**src/rtl/exu_pkg.sv**
```systemverilog
package exu_pkg;

    // alu operation codes, 11..15 are illegal
    typedef enum logic [3:0] {
        ADD  = 4'd0,
        SUB  = 4'd1,
        AND  = 4'd2,
        OR   = 4'd3,
        XOR  = 4'd4,
        SLT  = 4'd5,
        SLTU = 4'd6,
        SRL  = 4'd7,
        SLL  = 4'd8,
        SRA  = 4'd9,
        SLA  = 4'd10
    } alu_op_e;

    // branch compare codes, 6 and 7 are illegal
    typedef enum logic [2:0] {
        BEQ  = 3'd0,
        BNE  = 3'd1,
        BLT  = 3'd2,
        BGE  = 3'd3,
        BLTU = 3'd4,
        BGEU = 3'd5
    } branch_op_e;

    // word bits 3:0, 6:4 and 8
    typedef struct packed {
        logic       chain;
        branch_op_e branch_op;
        alu_op_e    alu_op;
    } exu_instr_t;

    typedef enum logic [1:0] {
        IDLE = 2'd0,
        EXEC = 2'd1
    } exu_state_e;

endpackage

```
**src/rtl/apb_pkg.sv**
```systemverilog
package apb_pkg;

    localparam int DATAWIDTH = 32;

    typedef struct packed {
        logic                 psel;
        logic                 penable;
        logic                 pwrite;
        logic [7:0]           paddr;
        logic [DATAWIDTH-1:0] pwdata;
    } apb_req_t;

    typedef struct packed {
        logic [DATAWIDTH-1:0] prdata;
        logic                 pready;
        logic                 pslverr;
    } apb_rsp_t;

    // register map
    typedef enum logic [7:0] {
        REG_A      = 8'h00,
        REG_B      = 8'h04,
        REG_INSTR  = 8'h08,
        REG_RESULT = 8'h0C,
        REG_FLAG   = 8'h10
    } exu_reg_e;

endpackage

```
**src/rtl/alu.sv**
```systemverilog
`timescale 1ns/1ns

module alu #(
    parameter int DATAWIDTH   = 32,
    parameter int SHIFT_WIDTH = 5
) (
    input  logic [DATAWIDTH-1:0]   src_a_i,
    input  logic [DATAWIDTH-1:0]   src_b_i,
    input  exu_pkg::alu_op_e       alu_ctrl_i,
    input  exu_pkg::branch_op_e    branch_ctrl_i,
    input  logic [SHIFT_WIDTH-1:0] shift_i,
    output logic [DATAWIDTH-1:0]   alu_result_o,
    output logic                   zero_o
);

    logic signed [DATAWIDTH-1:0] src_a_signed;
    logic signed [DATAWIDTH-1:0] src_b_signed;
    logic                        lt_signed;
    logic                        lt_unsigned;
    logic                        equal;

    assign src_a_signed = src_a_i;
    assign src_b_signed = src_b_i;

    // shared compares for the slt ops and the branches
    assign lt_signed   = src_a_signed < src_b_signed;
    assign lt_unsigned = src_a_i < src_b_i;
    assign equal       = src_a_i == src_b_i;

    always_comb begin
        case (branch_ctrl_i)
            exu_pkg::BEQ: begin
                zero_o = equal;
            end
            exu_pkg::BNE: begin
                zero_o = !equal;
            end
            exu_pkg::BLT: begin
                zero_o = lt_signed;
            end
            exu_pkg::BGE: begin
                zero_o = !lt_signed;
            end
            exu_pkg::BLTU: begin
                zero_o = lt_unsigned;
            end
            exu_pkg::BGEU: begin
                zero_o = !lt_unsigned;
            end
            default: begin
                zero_o = 1'b0;
            end
        endcase
    end

    always_comb begin
        case (alu_ctrl_i)
            exu_pkg::ADD: begin
                alu_result_o = src_a_i + src_b_i;
            end
            exu_pkg::SUB: begin
                alu_result_o = src_a_i - src_b_i;
            end
            exu_pkg::AND: begin
                alu_result_o = src_a_i & src_b_i;
            end
            exu_pkg::OR: begin
                alu_result_o = src_a_i | src_b_i;
            end
            exu_pkg::XOR: begin
                alu_result_o = src_a_i ^ src_b_i;
            end
            exu_pkg::SLT: begin
                alu_result_o = {{(DATAWIDTH-1){1'b0}}, lt_signed};
            end
            exu_pkg::SLTU: begin
                alu_result_o = {{(DATAWIDTH-1){1'b0}}, lt_unsigned};
            end
            exu_pkg::SRL: begin
                alu_result_o = src_a_i >> shift_i;
            end
            // arithmetic left shift is the same as logical
            exu_pkg::SLL, exu_pkg::SLA: begin
                alu_result_o = src_a_i << shift_i;
            end
            exu_pkg::SRA: begin
                alu_result_o = src_a_signed >>> shift_i;
            end
            default: begin
                alu_result_o = '0;
            end
        endcase
    end

endmodule

```
**src/rtl/exu_ctrl.sv**
```systemverilog
`timescale 1ns/1ns

module exu_ctrl (
    input  logic                           clk_i,
    input  logic                           rst_n_i,
    input  apb_pkg::apb_req_t              apb_req_i,
    output apb_pkg::apb_rsp_t              apb_rsp_o,
    input  logic [apb_pkg::DATAWIDTH-1:0]  a_i,
    input  logic [apb_pkg::DATAWIDTH-1:0]  b_i,
    input  logic [apb_pkg::DATAWIDTH-1:0]  result_i,
    input  logic                           flag_i,
    input  exu_pkg::exu_instr_t            instr_q_i,
    output logic                           a_we_o,
    output logic                           b_we_o,
    output logic [apb_pkg::DATAWIDTH-1:0]  wdata_o,
    output logic                           launch_o,
    output exu_pkg::exu_instr_t            instr_o,
    output logic                           exec_o
);

    localparam int DW = apb_pkg::DATAWIDTH;

    exu_pkg::exu_state_e state_q;
    exu_pkg::exu_instr_t instr_d;
    logic                access;
    logic                wr;
    logic                mapped;
    logic                op_legal;

    assign access = apb_req_i.psel && apb_req_i.penable;
    assign wr     = access && apb_req_i.pwrite;

    assign mapped = apb_req_i.paddr inside {apb_pkg::REG_A, apb_pkg::REG_B,
        apb_pkg::REG_INSTR, apb_pkg::REG_RESULT, apb_pkg::REG_FLAG};

    assign instr_d.alu_op    = exu_pkg::alu_op_e'(apb_req_i.pwdata[3:0]);
    assign instr_d.branch_op = exu_pkg::branch_op_e'(apb_req_i.pwdata[6:4]);
    assign instr_d.chain     = apb_req_i.pwdata[8];

    assign op_legal = (apb_req_i.pwdata[3:0] <= exu_pkg::SLA)
                   && (apb_req_i.pwdata[6:4] <= exu_pkg::BGEU);

    // strobes live in the access cycle only
    assign a_we_o   = wr && (apb_req_i.paddr == apb_pkg::REG_A);
    assign b_we_o   = wr && (apb_req_i.paddr == apb_pkg::REG_B);
    assign launch_o = wr && (apb_req_i.paddr == apb_pkg::REG_INSTR) && op_legal;
    assign wdata_o  = apb_req_i.pwdata;

    assign apb_rsp_o.pready  = 1'b1;
    assign apb_rsp_o.pslverr = access && (!mapped
        || (wr && (apb_req_i.paddr == apb_pkg::REG_RESULT))
        || (wr && (apb_req_i.paddr == apb_pkg::REG_FLAG))
        || (wr && (apb_req_i.paddr == apb_pkg::REG_INSTR) && !op_legal));

    always_comb begin
        case (apb_req_i.paddr)
            apb_pkg::REG_A: begin
                apb_rsp_o.prdata = a_i;
            end
            apb_pkg::REG_B: begin
                apb_rsp_o.prdata = b_i;
            end
            apb_pkg::REG_INSTR: begin
                apb_rsp_o.prdata = {{(DW-9){1'b0}}, instr_q_i.chain, 1'b0,
                                    instr_q_i.branch_op, instr_q_i.alu_op};
            end
            apb_pkg::REG_RESULT: begin
                apb_rsp_o.prdata = result_i;
            end
            apb_pkg::REG_FLAG: begin
                apb_rsp_o.prdata = {{(DW-1){1'b0}}, flag_i};
            end
            default: begin
                apb_rsp_o.prdata = '0;
            end
        endcase
    end

    always_ff @(posedge clk_i or negedge rst_n_i) begin
        if (!rst_n_i) begin
            state_q <= exu_pkg::IDLE;
            instr_o <= '0;
        end else begin
            case (state_q)
                exu_pkg::IDLE: begin
                    if (launch_o) begin
                        state_q <= exu_pkg::EXEC;
                        instr_o <= instr_d;
                    end
                end
                default: begin
                    state_q <= exu_pkg::IDLE;
                end
            endcase
        end
    end

    assign exec_o = (state_q == exu_pkg::EXEC);

    // host must leave the bus idle while the result is computed
    a_no_psel_in_exec: assert property (@(posedge clk_i) disable iff (!rst_n_i)
        exec_o |-> !apb_req_i.psel);

    // decoded fields must be enum members
    a_launch_legal: assert property (@(posedge clk_i) disable iff (!rst_n_i)
        launch_o |-> (instr_d.alu_op inside {exu_pkg::ADD, exu_pkg::SUB, exu_pkg::AND,
            exu_pkg::OR, exu_pkg::XOR, exu_pkg::SLT, exu_pkg::SLTU, exu_pkg::SRL,
            exu_pkg::SLL, exu_pkg::SRA, exu_pkg::SLA})
        && (instr_d.branch_op inside {exu_pkg::BEQ, exu_pkg::BNE, exu_pkg::BLT,
            exu_pkg::BGE, exu_pkg::BLTU, exu_pkg::BGEU}));

endmodule

```
**src/rtl/operand_file.sv**
```systemverilog
`timescale 1ns/1ns

module operand_file #(
    parameter int DATAWIDTH   = 32,
    parameter int SHIFT_WIDTH = 5
) (
    input  logic                   clk_i,
    input  logic                   rst_n_i,
    input  logic                   a_we_i,
    input  logic                   b_we_i,
    input  logic [DATAWIDTH-1:0]   wdata_i,
    input  logic                   commit_i,
    input  logic                   chain_i,
    input  logic [DATAWIDTH-1:0]   result_i,
    output logic [DATAWIDTH-1:0]   a_o,
    output logic [DATAWIDTH-1:0]   b_o,
    output logic [SHIFT_WIDTH-1:0] shamt_o
);

    always_ff @(posedge clk_i or negedge rst_n_i) begin
        if (!rst_n_i) begin
            a_o <= '0;
            b_o <= '0;
        end else begin
            // chained result goes back into a
            if (commit_i && chain_i) begin
                a_o <= result_i;
            end else if (a_we_i) begin
                a_o <= wdata_i;
            end
            if (b_we_i) begin
                b_o <= wdata_i;
            end
        end
    end

    assign shamt_o = b_o[SHIFT_WIDTH-1:0];

    // a host write cannot collide with write-back
    a_no_we_on_commit: assert property (@(posedge clk_i) disable iff (!rst_n_i)
        !(a_we_i && commit_i));

endmodule

```
**src/rtl/result_unit.sv**
```systemverilog
`timescale 1ns/1ns

module result_unit (
    input  logic                          clk_i,
    input  logic                          rst_n_i,
    input  logic                          commit_i,
    input  exu_pkg::exu_instr_t           instr_i,
    input  logic [apb_pkg::DATAWIDTH-1:0] result_i,
    input  logic                          flag_i,
    output logic [apb_pkg::DATAWIDTH-1:0] result_o,
    output logic                          flag_o,
    output exu_pkg::exu_instr_t           instr_q_o
);

    // held until the next commit
    always_ff @(posedge clk_i or negedge rst_n_i) begin
        if (!rst_n_i) begin
            result_o  <= '0;
            flag_o    <= 1'b0;
            instr_q_o <= '0;
        end else if (commit_i) begin
            result_o  <= result_i;
            flag_o    <= flag_i;
            instr_q_o <= instr_i;
        end
    end

endmodule

```
**src/rtl/exu_top.sv**
```systemverilog
`timescale 1ns/1ns

module exu_top #(
    parameter int DATAWIDTH   = 32,
    parameter int SHIFT_WIDTH = 5
) (
    input  logic              clk_i,
    input  logic              rst_n_i,
    input  apb_pkg::apb_req_t apb_req_i,
    output apb_pkg::apb_rsp_t apb_rsp_o
);

    localparam int BUS_W = apb_pkg::DATAWIDTH;

    logic                   a_we;
    logic                   b_we;
    logic                   commit;
    logic [BUS_W-1:0]       wdata;
    exu_pkg::exu_instr_t    instr;
    exu_pkg::exu_instr_t    instr_q;
    logic [DATAWIDTH-1:0]   a_q;
    logic [DATAWIDTH-1:0]   b_q;
    logic [SHIFT_WIDTH-1:0] shamt;
    logic [DATAWIDTH-1:0]   alu_result;
    logic                   zero;
    logic [BUS_W-1:0]       result_q;
    logic                   flag_q;

    // launch is consumed inside the controller
    exu_ctrl u_ctrl (
        .clk_i     (clk_i),
        .rst_n_i   (rst_n_i),
        .apb_req_i (apb_req_i),
        .apb_rsp_o (apb_rsp_o),
        .a_i       (BUS_W'(a_q)),
        .b_i       (BUS_W'(b_q)),
        .result_i  (result_q),
        .flag_i    (flag_q),
        .instr_q_i (instr_q),
        .a_we_o    (a_we),
        .b_we_o    (b_we),
        .wdata_o   (wdata),
        .launch_o  (),
        .instr_o   (instr),
        .exec_o    (commit)
    );

    operand_file #(
        .DATAWIDTH   (DATAWIDTH),
        .SHIFT_WIDTH (SHIFT_WIDTH)
    ) u_operands (
        .clk_i    (clk_i),
        .rst_n_i  (rst_n_i),
        .a_we_i   (a_we),
        .b_we_i   (b_we),
        .wdata_i  (DATAWIDTH'(wdata)),
        .commit_i (commit),
        .chain_i  (instr.chain),
        .result_i (alu_result),
        .a_o      (a_q),
        .b_o      (b_q),
        .shamt_o  (shamt)
    );

    alu #(
        .DATAWIDTH   (DATAWIDTH),
        .SHIFT_WIDTH (SHIFT_WIDTH)
    ) u_alu (
        .src_a_i       (a_q),
        .src_b_i       (b_q),
        .alu_ctrl_i    (instr.alu_op),
        .branch_ctrl_i (instr.branch_op),
        .shift_i       (shamt),
        .alu_result_o  (alu_result),
        .zero_o        (zero)
    );

    result_unit u_result (
        .clk_i     (clk_i),
        .rst_n_i   (rst_n_i),
        .commit_i  (commit),
        .instr_i   (instr),
        .result_i  (BUS_W'(alu_result)),
        .flag_i    (zero),
        .result_o  (result_q),
        .flag_o    (flag_q),
        .instr_q_o (instr_q)
    );

endmodule

```
**config.mk**
```make
export PLATFORM = sky130hd
export DESIGN_NAME = exu_top
export DESIGN_NICKNAME = d
export VERILOG_FILES = /design/src/rtl/exu_pkg.sv /design/src/rtl/apb_pkg.sv /design/src/rtl/alu.sv /design/src/rtl/exu_ctrl.sv /design/src/rtl/operand_file.sv /design/src/rtl/result_unit.sv /design/src/rtl/exu_top.sv
export SDC_FILE = /design/constraint.sdc
export NUM_CORES = 1
export LEC_CHECK = 0
export CORE_ASPECT_RATIO = 1.2
export CORE_MARGIN = 5
export CORE_UTILIZATION = 25
export CTS_BUF_LIST = sky130_fd_sc_hd__clkbuf_8
export CTS_CLUSTER_SIZE = 40
export DETAILED_ROUTE_END_ITERATION = 12
export DONT_BUFFER_PORTS = 1
export GPL_TIMING_DRIVEN = 0
export PLACE_DENSITY_LB_ADDON = 0.3
export RECOVER_POWER = 100
export SKIP_CTS_REPAIR_TIMING = 1
export SLEW_MARGIN = 20
export SYNTH_ARGS = -nofsm -noshare
export SYNTH_HDL_FRONTEND = slang
export SYNTH_HIERARCHICAL = 1
export SYNTH_SLANG_ARGS = --single-unit
```
**constraint.sdc**
```tcl
create_clock -name clk_i -period 6.2 [get_ports clk_i]
set_input_delay 0.31 -clock clk_i [delete_from_list [all_inputs] [get_ports clk_i]]
set_output_delay 0.31 -clock clk_i [all_outputs]
set_load 0.01 [all_outputs]
```
==> impl_metrics.tcl <==
set metrics [dict create \
    grt_overflow_total 0 \
    grt_max_degree 115 \
    grt_pass1_wl_um 105000 \
    max_freq_mhz 179 \
    drt_pre_antenna_iters 6 \
    final.setup.tns_ps 0 \
    cp_max_fo 10 \
    power.total_mw 1.94 \
    drv_slew 124 \
    die_w_um 232 \
    drtIter0Drc 1638 \
    routed_wl_um 73600 \
    via_per_inst 5.70 \
    ant_nets 0 \
    dp_hpwl_um 58700 \
    synthesis.area_um2 14700 \
    root_buffer "clkbuf_8" \
    regArea_um2 2850 \
    cts_buffer_depth 2 \
    clock-skew-final_ps 20.8 \
    insertion_delay_ps 510 \
    p_per_area_nw_per_um2 123 \
    fin_cells 2651 \
    tightest_slew_ps 3040 \
    route.detailed.drc 0 \
    grt_usage_pct 22.2 \
    placedCellCount 2607 \
    routabilityCongestion 1.06 \
    whs_path_depth 2 \
    reg2reg_to "u_result/result_o[27]" \
    initial_core_util_pct 25.3 \
    rsz0062_at_grt "no" \
    hp-start "apb_req_i[3]" \
    maxCapViolCount 2 \
    cp.arrival_ps 5970 \
    r2r_start "u_operands/b_o[1]" \
    period_minus_slack_ps 5580 \
    violations "max-capacitance violations, max-slew violations" \
    cts_tree "yes" \
    layout.nets 1992 \
    ir_drop_v 0.000134 \
    drt-wirelength-per-cell_um 27.8 \
    area_growth_pct 7.30 \
    worstSetupStartpointType "flip-flop" \
    postLayoutCellArea_um2 15800 \
    max_slew_margin_pct -103 \
    clk_transition_reported_paths_ps 90 \
    post_route_cells_drive_above_1_share_pct 10.9 \
    numPortBuffers 0 \
    cts_inserted_buffers 17 \
    row_count 97 \
    multi_input_area_um2 10100 \
    setup_viol 0 \
    syn_inst 1815 \
    pin_count 79 \
    dieArea_um2 63900 \
    syn_nets 1962 \
    r2r_cells 14 \
    post-route-period-util_pct 89.9 \
    synth_warnings 6 \
    holdPathEnd "u_operands/b_o[3]" \
    numClockSinks 114 \
    outcome "finished with violations" \
    hold_slack_ps 21.4 \
    hold_viol 0 \
    hold_path.class "in -> reg" \
    fillCellCount 6395 \
    vias 15100 \
    worstPathRequired_ps 6590 \
    crit_path_end_kind "flip-flop" \
    coreArea_um2 58400 \
    grt_pass1_vias 14700 \
    synth.avg_cell_area_um2 8.12 \
    placed_cell_area_um2 15700 \
    critical_path_class "reg -> reg" \
    rrSetupSlack_ps 620 \
    die_h_um 276 \
    htreeDepth 4 \
    grt_antenna_before_repair 2 \
    p_leak_nw 7.05 \
]
-- worst max-delay path by stage --
stage                           start                    end  depth (start not counted)
floorplan           u_operands/a_o[6]  u_result/result_o[26]                         12
global placement    u_operands/b_o[3]  u_result/result_o[22]                         11
detailed placement  u_operands/b_o[3]  u_result/result_o[19]                         11
CTS                 u_operands/b_o[3]  u_result/result_o[19]                         11
global route        u_operands/b_o[1]  u_result/result_o[27]                         14
finish              u_operands/b_o[1]  u_result/result_o[27]                         14
-- final cells by class --
cell class / instances / share of cell area [%]
Clock buffer: 19 / 1.65
Inverter: 108 / 2.56
Timing Repair Buffer: 11 / 0.665
Antenna cell: 1 / 0.0158
Multi-Input combinational cell: 1418 / 64.1
Sequential cell: 114 / 18.0
Tap cell: 792 / 6.27
Buffer: 175 / 5.94
Clock inverter: 13 / 0.720
-- sequential cells by signal, summed over array words and instances (netlist names) --
signal and cells:
u_operands/a_o 32, u_ctrl/state_q 1, u_result/result_o 32, u_ctrl/instr_o 8, u_operands/b_o 32, u_result/flag_o 1, u_result/instr_q_o 8
-- layer usage --
metal / GRT usage [%] / vias to the layer above / share of wire, %
met5: 0 / - / 0.037
li1: - / 6687 / -
met3: 4.60 / 198 / 7.5
met4: 14.0 / 4 / 7.4
met2: 35.6 / 809 / 45
met1: 27.4 / 7425 / 40
-- critical path, stage by stage (launching register included) --
cell,delay (ps)
dfrtp_1,590
buf_4,210
clkbuf_1,530
clkbuf_1,580
clkbuf_1,570
mux2i_1,300
nor2_1,70
a21oi_1,270
nor2_1,100
a41oi_1,420
o22ai_1,210
o31ai_1,580
nand4_1,440
a21o_1,310
mux2_4,250
-- through the flow --
stage	worst slack [ps]	util, %
6_report	624	27.1
5_1_grt	572	27.1
4_1_cts	1470	27.6
3_5_place_dp	1500	27.0
3_3_place_gp	1200	26.9
2_1_floorplan	2860	-
-- power breakdown --
group | total, mW | internal [mW] | leakage, nW | switching, mW
sequential | 0.773 | 0.753 | 1.43 | 0.0198
combinational | 0.483 | 0.174 | 5.44 | 0.309
clock | 0.683 | 0.309 | 0.187 | 0.374
total | 1.94 | 1.24 | 7.05 | 0.703
-- cells in the final DEF (no fill, tap or decap), drive strengths merged, types with 10 or more instances in the layout --
cell / instances
nor4: 12
nand3: 61
o21ai: 138
o31ai: 10
a31oi: 15
a22oi: 39
o21bai: 19
nand2b: 11
clkbuf: 107
a21o: 24
o22ai: 19
dlygate4sd3: 10
dfrtp: 114
ha: 100
a211oi: 25
or3: 10
a211o: 10
nand2: 179
nor3: 26
o2111ai: 17
mux2i: 113
a221oi: 18
mux2: 107
buf: 88
a21oi: 114
o221ai: 14
mux4: 15
o211ai: 31
nor2b: 13
and3: 13
nor2: 160
inv: 114
(Power assumes the default switching activity.)
